--- config.mk ---
export PLATFORM = sky130hd
export DESIGN_NAME = adc_if_top
export DESIGN_NICKNAME = d
export VERILOG_FILES = /design/src/rtl/adc_if_pkg.sv /design/src/rtl/cnv_timing.sv /design/src/rtl/lane_deserializer.sv /design/src/rtl/sample_output.sv /design/src/rtl/adc_if_top.sv
export SDC_FILE = /design/constraint.sdc
export NUM_CORES = 1
export LEC_CHECK = 0
export BUFFER_PORTS_ARGS = -buffer_cell sky130_fd_sc_hd__buf_2
export CORE_AREA = 5 5 102 104
export CTS_CLUSTER_SIZE = 8
export DETAILED_ROUTE_END_ITERATION = 8
export DIE_AREA = 0 0 107 109
export PLACE_DENSITY_LB_ADDON = 0.1
export SLEW_MARGIN = 15
export SYNTH_ARGS = -nofsm -noshare
export SYNTH_HDL_FRONTEND = slang
export SYNTH_SLANG_ARGS = --single-unit
--- constraint.sdc ---
create_clock -name ref_clk -period 2 [get_ports ref_clk]
set_input_delay 0.4 -clock ref_clk [delete_from_list [all_inputs] [get_ports ref_clk]]
set_output_delay 0.4 -clock ref_clk [all_outputs]
set_load 0.02 [all_outputs]
--- src/rtl/adc_if_pkg.sv ---
// shared types for the serial adc receive path, imported by every rtl module of the design
`default_nettype none

package adc_if_pkg;

  // ******************************
  // widths that carry a meaning
  // ******************************

  // one adc code, right aligned, upper bits stay zero at 16 bit resolution
  typedef logic [17:0] sample_t;

  // ref_clk cycles inside one conversion period
  typedef logic [9:0] tick_t;

  // bits captured so far in the current gate window
  typedef logic [4:0] bit_count_t;

  // free running event counter, wraps silently
  typedef logic [15:0] count_t;

  // ******************************
  // status and state machines
  // ******************************

  // sample_count counts deliveries made while adc_dovf was low
  // overflow_count counts deliveries made while adc_dovf was high, those samples still go out
  typedef struct packed {
    count_t sample_count;
    count_t overflow_count;
  } adc_status_t;

  // conversion pacing, IDLE is left once after reset and never entered again
  typedef enum logic [1:0] {
    IDLE,
    CONVERT,
    GATE,
    WAIT
  } cnv_state_t;

endpackage

`default_nettype wire

--- src/rtl/cnv_timing.sv ---
// paces adc conversions with a cnv pulse and opens the clk_gate window once the conversion is done
`timescale 1ns/1ps
`default_nettype none

module cnv_timing
  import adc_if_pkg::*;
#(
  parameter int CYCLE_TICKS = 40,
  parameter int CONV_TICKS  = 16,
  parameter int RESOLUTION  = 18,
  parameter int TWO_LANES   = 1
) (
  input  logic ref_clk,
  input  logic reset,
  output logic cnv,
  output logic clk_gate
);

  // ******************************
  // window geometry
  // ******************************

  // with two lanes every gated clock moves a pair of bits, so the window
  // only needs half as many cycles as the resolution
  localparam int BITS_PER_LANE = (TWO_LANES != 0) ? RESOLUTION / 2 : RESOLUTION;

  // tick values are relative to the cycle in which cnv is high (tick zero)
  // and each one names the last cycle before the output changes
  localparam tick_t GATE_OPEN_TICK  = tick_t'(CONV_TICKS - 1);
  localparam tick_t GATE_CLOSE_TICK = tick_t'(CONV_TICKS + BITS_PER_LANE - 1);
  localparam tick_t PERIOD_END_TICK = tick_t'(CYCLE_TICKS - 1);

  cnv_state_t state;
  tick_t      tick;

  // ******************************
  // period state machine
  // ******************************

  // the counter runs through the whole period and is only cleared when a
  // new cnv is issued, so every decision below is a plain compare on tick
  always_ff @(posedge ref_clk) begin
    if (reset) begin
      state    <= IDLE;
      tick     <= '0;
      cnv      <= 1'b0;
      clk_gate <= 1'b0;
    end else begin
      // cnv is a single cycle pulse unless a branch below restarts the period
      cnv  <= 1'b0;
      tick <= tick + tick_t'(1);

      case (state)
        IDLE: begin
          // first conversion starts on the first cycle out of reset
          cnv   <= 1'b1;
          tick  <= '0;
          state <= CONVERT;
        end

        CONVERT: begin
          // the adc is busy converting, no clocks may reach it here
          if (tick == GATE_OPEN_TICK) begin
            clk_gate <= 1'b1;
            state    <= GATE;
          end
        end

        GATE: begin
          // one gated clock per cycle, one or two bits per clock
          if (tick == GATE_CLOSE_TICK) begin
            clk_gate <= 1'b0;
            state    <= WAIT;
          end
        end

        WAIT: begin
          // acquisition time for the sampling capacitor before the next cnv
          if (tick == PERIOD_END_TICK) begin
            cnv   <= 1'b1;
            tick  <= '0;
            state <= CONVERT;
          end
        end

        default: begin
          state <= IDLE;
        end
      endcase
    end
  end

endmodule

`default_nettype wire

--- src/rtl/lane_deserializer.sv ---
// collects the serial bits of one or two adc lanes into a sample, used behind the cnv timing block
`timescale 1ns/1ps
`default_nettype none

module lane_deserializer
  import adc_if_pkg::*;
#(
  parameter int RESOLUTION = 18,
  parameter int TWO_LANES  = 1,
  parameter int ROUND_TRIP = 1
) (
  input  logic    ref_clk,
  input  logic    reset,
  input  logic    gate_window,
  input  logic    da,
  input  logic    db,
  output sample_t word,
  output logic    word_valid
);

  localparam int SAMPLE_W = $bits(sample_t);

  // bits taken per captured cycle
  localparam bit_count_t LANE_STEP = (TWO_LANES != 0) ? bit_count_t'(2) : bit_count_t'(1);

  // keeps the sample right aligned for the 16 bit parts
  localparam sample_t RES_MASK = sample_t'((1 << RESOLUTION) - 1);

  // ******************************
  // gate alignment
  // ******************************

  // gate_line[0] is the gate as issued and gate_line[i] the gate i cycles
  // later, so the top entry lines up with the data coming back from the adc
  logic [ROUND_TRIP-1:0] gate_dly;
  logic [ROUND_TRIP:0]   gate_line;
  logic                  gate_d;
  logic                  gate_d_next;
  logic                  last_bit;

  assign gate_line   = {gate_dly, gate_window};
  assign gate_d      = gate_line[ROUND_TRIP];
  assign gate_d_next = gate_line[ROUND_TRIP-1];

  // the window closes after this cycle, so the bits on the lanes now are
  // the last ones of the code
  assign last_bit = gate_d & ~gate_d_next;

  always_ff @(posedge ref_clk) begin
    if (reset) begin
      gate_dly <= '0;
    end else begin
      gate_dly <= gate_line[ROUND_TRIP-1:0];
    end
  end

  // ******************************
  // shift register
  // ******************************

  sample_t    shift_reg;
  sample_t    shift_base;
  sample_t    shift_next;
  bit_count_t bit_count;

  // the first bit of a window starts from an empty register, so leftovers
  // from the previous code never show up in the upper bits
  always_comb begin
    shift_base = (bit_count == '0) ? '0 : shift_reg;
    if (TWO_LANES != 0) begin
      // da holds the more significant bit of each pair
      shift_next = {shift_base[SAMPLE_W-3:0], da, db};
    end else begin
      shift_next = {shift_base[SAMPLE_W-2:0], da};
    end
  end

  // bit counter and output strobe
  always_ff @(posedge ref_clk) begin
    if (reset) begin
      bit_count  <= '0;
      word_valid <= 1'b0;
    end else begin
      word_valid <= 1'b0;
      if (gate_d) begin
        if (last_bit) begin
          bit_count  <= '0;
          word_valid <= 1'b1;
        end else begin
          bit_count <= bit_count + LANE_STEP;
        end
      end
    end
  end

  // sample data, meaningful only while the matching strobe is set
  always_ff @(posedge ref_clk) begin
    if (gate_d) begin
      shift_reg <= shift_next;
    end
    if (last_bit) begin
      word <= shift_next & RES_MASK;
    end
  end

endmodule

`default_nettype wire

--- src/rtl/sample_output.sv ---
// hands finished samples to the dma side and keeps the delivered and lost sample counts
`timescale 1ns/1ps
`default_nettype none

module sample_output
  import adc_if_pkg::*;
(
  input  logic        ref_clk,
  input  logic        reset,
  input  sample_t     word,
  input  logic        word_valid,
  input  logic        adc_dovf,
  output sample_t     adc_data,
  output logic        adc_valid,
  output adc_status_t status
);

  // ******************************
  // sink side register
  // ******************************

  // the sink has no way to stall us, a new word can only arrive once per
  // conversion period so a single register stage is enough
  always_ff @(posedge ref_clk) begin
    if (word_valid) begin
      adc_data <= word;
    end
  end

  always_ff @(posedge ref_clk) begin
    if (reset) begin
      adc_valid <= 1'b0;
    end else begin
      adc_valid <= word_valid;
    end
  end

  // ******************************
  // delivery accounting
  // ******************************

  // adc_dovf is judged in the cycle the sample is on the bus, the sample
  // still goes out but only one of the two counters moves
  always_ff @(posedge ref_clk) begin
    if (reset) begin
      status <= '0;
    end else if (adc_valid) begin
      if (adc_dovf) begin
        status.overflow_count <= status.overflow_count + count_t'(1);
      end else begin
        status.sample_count <= status.sample_count + count_t'(1);
      end
    end
  end

endmodule

`default_nettype wire

--- src/rtl/adc_if_top.sv ---
// top of the serial adc receive path, connects conversion timing, lane capture and the sink stage
`timescale 1ns/1ps
`default_nettype none

module adc_if_top
  import adc_if_pkg::*;
#(
  parameter int RESOLUTION  = 18,
  parameter int TWO_LANES   = 1,
  parameter int CYCLE_TICKS = 40,
  parameter int CONV_TICKS  = 16
) (
  input  logic        ref_clk,
  input  logic        reset,
  input  logic        da,
  input  logic        db,
  input  logic        adc_dovf,
  output logic        cnv,
  output logic        clk_gate,
  output sample_t     adc_data,
  output logic        adc_valid,
  output adc_status_t status
);

  // cycles between a gated clock leaving the fpga and its bit being
  // stable at the capture flops
  localparam int ROUND_TRIP = 1;

  // ******************************
  // internal nets
  // ******************************

  sample_t word;
  logic    word_valid;

  // conversion pacing and bit clock window
  cnv_timing #(
    .CYCLE_TICKS (CYCLE_TICKS),
    .CONV_TICKS  (CONV_TICKS),
    .RESOLUTION  (RESOLUTION),
    .TWO_LANES   (TWO_LANES)
  ) i_cnv_timing (
    .ref_clk  (ref_clk),
    .reset    (reset),
    .cnv      (cnv),
    .clk_gate (clk_gate)
  );

  // the same gate that enables the adc clock also frames the capture
  lane_deserializer #(
    .RESOLUTION (RESOLUTION),
    .TWO_LANES  (TWO_LANES),
    .ROUND_TRIP (ROUND_TRIP)
  ) i_lane_deserializer (
    .ref_clk     (ref_clk),
    .reset       (reset),
    .gate_window (clk_gate),
    .da          (da),
    .db          (db),
    .word        (word),
    .word_valid  (word_valid)
  );

  // sink register and status counters
  sample_output i_sample_output (
    .ref_clk    (ref_clk),
    .reset      (reset),
    .word       (word),
    .word_valid (word_valid),
    .adc_dovf   (adc_dovf),
    .adc_data   (adc_data),
    .adc_valid  (adc_valid),
    .status     (status)
  );

endmodule

`default_nettype wire

==> results of run 1 <==
## cell usage in the layout, fill, tap and decap left out, drive strengths merged, types with 3 or more instances in the layout
cell type,instances
a21oi,18
and3,3
and4,5
xnor2,6
nand4,13
nor3,4
nor2,33
nand2b,3
nor2b,20
edfxtp,52
clkbuf,9
buf,75
o21ai,9
nand3,14
or3,9
inv,14
xor2,19
or4,9
dfxtp,53
o31ai,8
nand2,17
ha,9
## routing by layer
layer	GRT usage, %	vias up
met2	18.3	43
met5	0	-
met3	3.14	9
li1	-	1380
met1	17.5	1229
met4	6.03	0
## Yosys cell counts (2+ instances only)
library cell / number
nand3b_1: 2
o21ai_0: 9
xor2_1: 19
mux2i_1: 2
or4_1: 7
nand4b_1: 2
inv_1: 11
or4_4: 2
nand2b_1: 3
nand2_1: 17
clkbuf_1: 10
a21oi_1: 18
nor2_1: 33
and3_1: 3
o31ai_1: 8
or3_1: 8
nor3_1: 4
and4_1: 4
edfxtp_1: 52
nor2b_1: 20
nand3_1: 14
and4b_1: 2
dfxtp_1: 53
ha_1: 9
nand4_1: 13
xnor2_1: 6
## stage by stage
step                hold WS [ns]  std cells  util (%)  TNS, ns
detailed placement         0.405        520      48.9   -0.203
floorplan                  0.400        341         -   -0.108
CTS                        0.218        536      51.3   -0.235
finish                     0.239        536      51.3   -0.222
global placement           0.402        520      48.9   -0.135
global route               0.210        536      51.3   -0.401
## path summary, 6_finish.rpt
path              slack, ns                                      to                                   start
setup / recovery      -0.13      i_cnv_timing.state[0]$_SDFFE_PP0P_         i_cnv_timing.tick[6]$_SDFF_PP0_
hold / removal         0.24   i_lane_deserializer.word[0]$_DFFE_PP_                                      db
setup reg to reg      -0.13      i_cnv_timing.state[0]$_SDFFE_PP0P_         i_cnv_timing.tick[6]$_SDFF_PP0_
hold reg to reg        0.42  i_sample_output.adc_data[14]$_DFFE_PP_  i_lane_deserializer.word[14]$_DFFE_PP_
## kinds of logic after synthesis
kind of cell | after synthesis | synth area share (%)
compound gates | 40 | 6.24
xor+xnor | 25 | 5.35
fa+ha+maj | 9 | 2.75
buf+inv | 21 | 1.93
flops | 105 | 64.1
mux | 4 | 1.13
simple gates | 137 | 18.5
## power by group
group | total, uW | switching, uW | internal (uW)
logic | 356 | 180 | 176
clock network | 1430 | 716 | 717
registers | 2310 | 32.8 | 2280
total | 4100 | 928 | 3170
## critical path: stages, from the launching register on
cell and delay, ns:
dfxtp_2 0.33, or4_4 0.55, or4_4 0.52, a221oi_4 0.32
mux2_4 0.32
## layout make-up
class | count | share of cell area, %
Clock buffer | 9 | 2.55
Inverter | 11 | 0.851
Timing Repair Buffer | 75 | 8.67
Sequential cell | 105 | 54.1
Clock inverter | 7 | 2.04
Multi-Input combinational cell | 215 | 28.9
Tap cell | 114 | 2.94
## timing repair
action	4_1_cts	5_1_grt
pin swaps	0	0
resized for setup	0	1
endpoints found under the setup margin	2	2
==> flow_summary.ini, run 1 <==
[synthesis]
seq_area_frac_synth_pct = 64.1
yosysTopAreaCell = edfxtp_1
synth_top_area_share_pct = 38.2
synthArstFlopShare_pct = 0
ys_types = 36
ys.flop_type = dfxtp_1
synth_warnings = 0
synth_nets = 355
synth_cells = 341
synth_area_leaders = edfxtp_1 (38%), dfxtp_1 (26%), xor2_1 (4.1%)
synth_edf_count = 52
synth.avg_cell_area_um2 = 12.0
synth_seq_cells = 105
synth_area_um2 = 4090

[hold_path]
min_path_type = input pin to flip-flop
min_path_cells = 1

[placed_design]
port_buffers = 57
finalWeightedCongestion = 0.722
dp_hpwl_um = 4750
place_ws_ns = -0.124
place_area_um2 = 4630

[sta]
layout_min_cycle_time_ns = 2.13
finalCritPeriodShare_pct = 107
slew_headroom_pct = 73.2
skew_ns = 0.0134
rsz0062_at_grt = yes
fin_ws_ns = -0.132
hold_viol_final = 0
drv_slew = 0
setup_viol = 2
clock.fmax_mhz = 469
tightest_slew_ns = 0.402

[clock_network]
numCtsBuffers = 9
cts_hold_buf = 0
clk_latency_ns = 0.35
root_buffer = clkbuf_8
cts_tree = built
cts_setup_buffers = 0
path_clk_slew_ns = 0.09
cts_max_level = 3
cts_buffer_depth = 2
cts.sinks = 105

[floorplanning]
fp.dieW_um = 107
fp-row-count = 36
die_h_um = 109
fp.coreArea_um2 = 9460
dieArea_um2 = 11700
initial_utilization_pct = 43.3
io_pins = 58

[route]
drc = 0
via_per_inst = 4.96
vias = 2661
m1WireLength_um = 3450
firstDrtPassIters = 4
routed-wl-met3_um = 279
routed_wirelength_um = 6990
drtIter0Drc = 87
wl_per_cell_um = 13.0
route.met2.wl_um = 3160
routed.top_layer = met4
ant_nets = 0

[layout]
regMostFlops = i_sample_output.status
drive_gt1_share_pct = 23.9
nets = 431
fillers = 868
antennaDiodeCount = 0
seq_area_um2 = 2620
syn2layout_area_growth_pct = 18.5
multi_input_area_um2 = 1400
final_cell_area_um2 = 4850
reg_top3 = i_sample_output.status (32), i_lane_deserializer.word (18), i_sample_output.adc_data (18)
largest_reg_flops = 32

[status]
violations = negative setup slack
status = complete, but fails checks

[setup_path]
r2r_cells = 4
start_kind = flip-flop
worst_setup_path_end_kind = flip-flop
required_ns = 2.24
arrival_ns = 2.37
cp_max_fo = 4
critical_path_class = flip-flop to flip-flop

[power]
p_leak_uw = 0.00180
vdd_drop_max_mv = 0.468
p_total_uw = 4100
p_per_area_nw_per_um2 = 845

[global_route]
grt_pass1_vias = 2376
grt_pass1_wl_um = 11500
antenna_found_initial = 0
track_usage_pct = 12.5
grt.overflow.total = 0
grt_max_degree = 25

[run]
drv_cap = 0
Note: power is estimated with default switching activity, not from simulation.
==> inputs of run 2 (changes only) <==
--- a/config.mk
+++ b/config.mk
@@ -6,10 +6,11 @@
 export NUM_CORES = 1
 export LEC_CHECK = 0
 export BUFFER_PORTS_ARGS = -buffer_cell sky130_fd_sc_hd__buf_2
-export CORE_AREA = 5 5 102 104
+export CORE_AREA = 5 5 108 110
+export CTS_BUF_LIST = sky130_fd_sc_hd__clkbuf_4
 export CTS_CLUSTER_SIZE = 8
 export DETAILED_ROUTE_END_ITERATION = 8
-export DIE_AREA = 0 0 107 109
+export DIE_AREA = 0 0 113 115
 export PLACE_DENSITY_LB_ADDON = 0.1
 export SLEW_MARGIN = 15
 export SYNTH_ARGS = -nofsm -noshare
==> run 2 against run 1 <==
The run still ends with negative setup slack left. Critical path depth unchanged. Total power decreased by 11%. Sequential share of layout area increased by 0.64 points. Sequential cell count unchanged. Setup slack got worse by 0.0021 ns. Combinational power increased by 1%. Routed wire length increased by 3.0%. Largest cell class unchanged. Largest power group unchanged.
==> flow_summary.ini, run 2 (synthesis results as in run 1) <==
[status]
status = complete, but fails checks
violations = negative setup slack

[hold_path]
min_path_type = input pin to flip-flop

[layout]
layout_common_cells = buf_2 (57), dfxtp_1 (53), edfxtp_1 (52), nor2_1 (33)
fillers = 1018
syn2layout_area_growth_pct = 17.1
drive_gt1_share_pct = 24.1
final_common_cell = buf_2
regMostFlops = i_sample_output.status
reg_top3 = i_sample_output.status (32), i_lane_deserializer.word (18), i_sample_output.adc_data (18)
nets = 432
final_cell_area_um2 = 4790
multi_input_area_um2 = 1400
seq_area_um2 = 2620
antennaDiodeCount = 0
largest_reg_flops = 32

[placed_design]
place_area_um2 = 4670
port_buffers = 57
dp_hpwl_um = 4890
finalWeightedCongestion = 0.730

[setup_path]
start_kind = flip-flop
worst_setup_path_end_kind = flip-flop
cp_max_fo = 4
critical_path_class = flip-flop to flip-flop
worst-r2r-setup-slack_ns = -0.13
required_ns = 2.33
arrival_ns = 2.47

[sta]
drv_slew = 0
rsz0062_at_grt = yes
layout_min_cycle_time_ns = 2.13
skew_ns = 0.0255
hold_viol_final = 0
finalCritPeriodShare_pct = 107
fin_ws_ns = -0.134
clock.fmax_mhz = 469
tightest_slew_ns = 0.466
setup_tns_ns = -0.234
slew_headroom_pct = 68.9
setup_viol = 2

[floorplanning]
io_pins = 58
dieArea_um2 = 13000
fp-row-count = 38
initial_utilization_pct = 38.6
die_h_um = 115
fp.coreArea_um2 = 10600
fp.dieW_um = 113

[route]
wl_per_cell_um = 12.8
firstDrtPassIters = 4
vias = 2691
via_per_inst = 4.78
ant_nets = 0
drtIter0Drc = 187
routed_wirelength_um = 7200
drc = 0

[clock_network]
numCtsBuffers = 9
clk_latency_ns = 0.44
cts_buffer_depth = 2
cts_resized = 0
root_buffer = clkbuf_4
cts_tree = built
path_clk_slew_ns = 0.16
cts_max_level = 3
cts.sinks = 105

[run]
drv_cap = 0

[global_route]
track_usage_pct = 11.3
grt_pass1_vias = 2555
grt.overflow.total = 0
grt_max_degree = 27
antenna_found_initial = 0
grt_pass1_wl_um = 11900

[power]
p_total_uw = 3660
p_leak_uw = 0.00176
p_per_area_nw_per_um2 = 763
vdd_drop_max_mv = 0.471
==> run 2: cell types whose count changed in the layout (fill, tap and decap cells not counted), sizes merged <==
cell | before | now
clkinvlp | 0 | 1
bufinv | 2 | 0
buf | 75 | 76
clkbuf | 9 | 10
==> run 2: layer usage <==
| metal | GRT usage (%) | routed length [um] |
|---|---|---|
| met2 | 18.2 | 3310 |
| met4 | 4.57 | 97 |
| met5 | 0 | 0 |
| met1 | 14.7 | 3480 |
| met3 | 2.58 | 315 |
==> run 2: stage by stage <==
stage | hold slack (ns) | setup WS (ns) | utilization [%] | instances
after floorplan | 0.400 | -0.108 | - | 341
after global placement | 0.401 | -0.0980 | 44.0 | 547
after detailed placement | 0.405 | -0.121 | 44.0 | 547
after CTS | 0.115 | -0.138 | 45.2 | 563
after global routing | 0.114 | -0.170 | 45.2 | 563
final | 0.155 | -0.134 | 45.2 | 563
==> run 2: layout make-up <==
type                       instances  share of cell area, %
clock buffer                      10                   1.57
clock inverter                     6                   1.04
inverter                          11                  0.862
multi-input combinational        215                   29.2
sequential                       105                   54.7
tap                              140                   3.66
timing repair buffer              76                   8.93
==> run 2: final timing paths <==
check / startpoint / endpoint / cells past startpoint
worst min-delay path: db / i_lane_deserializer.word[0]$_DFFE_PP_ / 1
worst min register to register: i_lane_deserializer.word[11]$_DFFE_PP_ / i_sample_output.adc_data[11]$_DFFE_PP_ / 0
worst max-delay path: i_cnv_timing.tick[6]$_SDFF_PP0_ / i_cnv_timing.state[0]$_SDFFE_PP0P_ / 4
worst max register to register: i_cnv_timing.tick[6]$_SDFF_PP0_ / i_cnv_timing.state[0]$_SDFFE_PP0P_ / 4
==> run 2: critical path, cell delays in order (launching register included) <==
cell      delay (ns)
dfxtp_1         0.34
or4_4           0.55
or4_4           0.52
a221oi_4        0.32
mux2_4          0.32
==> run 2: report_power, final <==
group / leakage (uW) / switching, uW / internal (uW)
sequential: 0.000900 / 30.7 / 2280
combinational: 0.000795 / 183 / 178
clock: 0.0000693 / 699 / 289
total: 0.00176 / 913 / 2740
==> run 2: repair_timing <==
| item | 4_1_cts | 5_1_grt |
|---|---|---|
| hold buffers | 0 | 0 |
| setup buffers | 0 | 0 |
| endpoints found under the setup margin | 2 | 2 |
==> inputs of run 3 (changes only) <==
--- a/config.mk
+++ b/config.mk
@@ -12,6 +12,7 @@
 export DETAILED_ROUTE_END_ITERATION = 8
 export DIE_AREA = 0 0 113 115
 export PLACE_DENSITY_LB_ADDON = 0.1
+export RECOVER_POWER = 50
 export SLEW_MARGIN = 15
 export SYNTH_ARGS = -nofsm -noshare
 export SYNTH_HDL_FRONTEND = slang
==> run 3 against run 2 <==
The flow still finishes with violations (negative setup slack). Sequential share of layout area is 0.26 points higher. Clock skew is 0.0043 ns lower. Fmax stayed put. Critical path depth stayed put. Register-to-register slack hardly changed. Critical endpoint unchanged. Largest power group unchanged.
==> flow_summary.ini, run 3 (synthesis results as in run 1) <==
[sta]
slew_headroom_pct = 24.1
layout_min_cycle_time_ns = 2.13
setup_viol = 2
finalHoldWorstSlack_ns = 0.182
rsz0062_at_grt = yes
clock.fmax_mhz = 469
tightest_slew_ns = 1.14
fin_ws_ns = -0.134
finalCritPeriodShare_pct = 107
drv_slew = 0
hold_viol_final = 0
skew_ns = 0.0212

[clock_network]
cts_tree = built
numCtsBuffers = 9
path_clk_slew_ns = 0.16
cts.sinks = 105
root_buffer = clkbuf_4
cts_buffer_depth = 2
clk_latency_ns = 0.43
cts_max_level = 3
cts_setup_buffers = 0

[layout]
drive_gt1_share_pct = 22.5
seq_area_um2 = 2620
reg_top3 = i_sample_output.status (32), i_lane_deserializer.word (18), i_sample_output.adc_data (18)
multi_input_area_um2 = 1400
syn2layout_area_growth_pct = 16.5
nets = 432
largest_reg_flops = 32
final_common_cell = buf_2
regMostFlops = i_sample_output.status
fillers = 1023
layout_common_cells = buf_2 (55), dfxtp_1 (53), edfxtp_1 (52), nor2_1 (33), nor2b_1 (20)
final_util_pct = 45.0
antennaDiodeCount = 0

[setup_path]
worst-path-buf-inv = 0
slowest_delay_ns = 0.55
worst-r2r-setup-slack_ns = -0.13
start_kind = flip-flop
cp_top_family = simple AND/OR/NAND/NOR gates
cp_num_cells = 4
endpoint = i_cnv_timing.state[0]$_SDFFE_PP0P_
crit_top_cell = or4_4
worstPathCellList = or4_4 -> or4_4 -> a221oi_4 -> mux2_4
required_ns = 2.33
cp_max_fo = 4
worst_setup_path_end_kind = flip-flop
critical_path_class = flip-flop to flip-flop
slowest_stage = or4_4
startpoint = i_cnv_timing.tick[6]$_SDFF_PP0_
arrival_ns = 2.47
timing.rr.end = i_cnv_timing.state[0]$_SDFFE_PP0P_
r2r_cells = 4
worstReg2RegStart = i_cnv_timing.tick[6]$_SDFF_PP0_

[status]
status = complete, but fails checks
violations = negative setup slack

[placed_design]
finalWeightedCongestion = 0.730
dp_hpwl_um = 4890
place_ws_ns = -0.121
port_buffers = 57

[hold_path]
worstHoldStart = da
min_path_type = input pin to flip-flop
min_path_cells = 1

[power]
p_per_area_nw_per_um2 = 766
p_total_uw = 3650
p_leak_uw = 0.00174
vdd_drop_max_mv = 0.471

[global_route]
track_usage_pct = 11.3
grt_pass1_wl_um = 11900
grt_pass1_vias = 2555
antenna_found_initial = 0
grt_max_degree = 27
grt.overflow.total = 0

[route]
drtIter0Drc = 203
routed_wirelength_um = 7120
ant_nets = 0
drc = 0
vias = 2682
wl_per_cell_um = 12.7
via_per_inst = 4.76
firstDrtPassIters = 4

[floorplanning]
io_pins = 58
fp-row-count = 38
fp.coreArea_um2 = 10600
die_h_um = 115
fp.dieW_um = 113
dieArea_um2 = 13000
initial_utilization_pct = 38.6

[run]
drv_cap = 0
run 3: cell types whose count changed in the layout (fill, tap and decap cells not counted):
cell,previous run,this run
buf_2,57,55
buf_4,19,14
clkbuf_1,0,6
clkbuf_2,0,1
nor2b_1,19,20
nor2b_2,1,0
run 3: final cells by class:
cell class / count / area share (%)
flip-flops and latches: 105 / 55.0
well taps: 140 / 3.67
clock inverters: 6 / 1.05
inverters: 11 / 0.866
multi-input cells: 215 / 29.3
clock buffers: 10 / 1.57
repair buffers: 76 / 8.55
run 3: worst min path at each step:
stage | endpoint | slack, ns
global route | i_lane_deserializer.word[0]$_DFFE_PP_ | 0.15
global placement | i_sample_output.adc_data[17]$_DFFE_PP_ | 0.40
CTS | i_lane_deserializer.word[0]$_DFFE_PP_ | 0.12
detailed placement | i_sample_output.adc_data[15]$_DFFE_PP_ | 0.41
finish | i_lane_deserializer.word[1]$_DFFE_PP_ | 0.18
floorplan | i_sample_output.adc_data[0]$_DFFE_PP_ | 0.40
run 3: per-stage QoR:
step                area, um^2  std cells  TNS, ns
global placement          4670        547   -0.141
CTS                       4790        563   -0.244
floorplan                 4100        341   -0.108
global route              4770        563   -0.312
detailed placement        4670        547   -0.183
finish                    4770        563   -0.234
run 3: timing repair:
item                                    CTS  global route
hold buffers                              0             0
endpoints found under the hold margin     0             0
endpoints found under the setup margin    2             2
resized for setup                         0             0
run 3: where the power goes:
| group | switching [uW] | total, uW | leakage [uW] | internal [uW] |
|---|---|---|---|---|
| clock | 694 | 983 | 0.0000693 | 289 |
| sequential | 30.7 | 2310 | 0.000900 | 2280 |
| combinational | 183 | 360 | 0.000773 | 177 |
| total | 908 | 3650 | 0.00174 | 2740 |
run 3: metal layers:
metal | global-route usage, % | wire (um) | vias up
li1 | - | - | 1381
met5 | 0 | 0 | -
met3 | 2.58 | 303 | 7
met1 | 14.7 | 3460 | 1248
met4 | 4.57 | 98 | 0
met2 | 18.2 | 3260 | 46
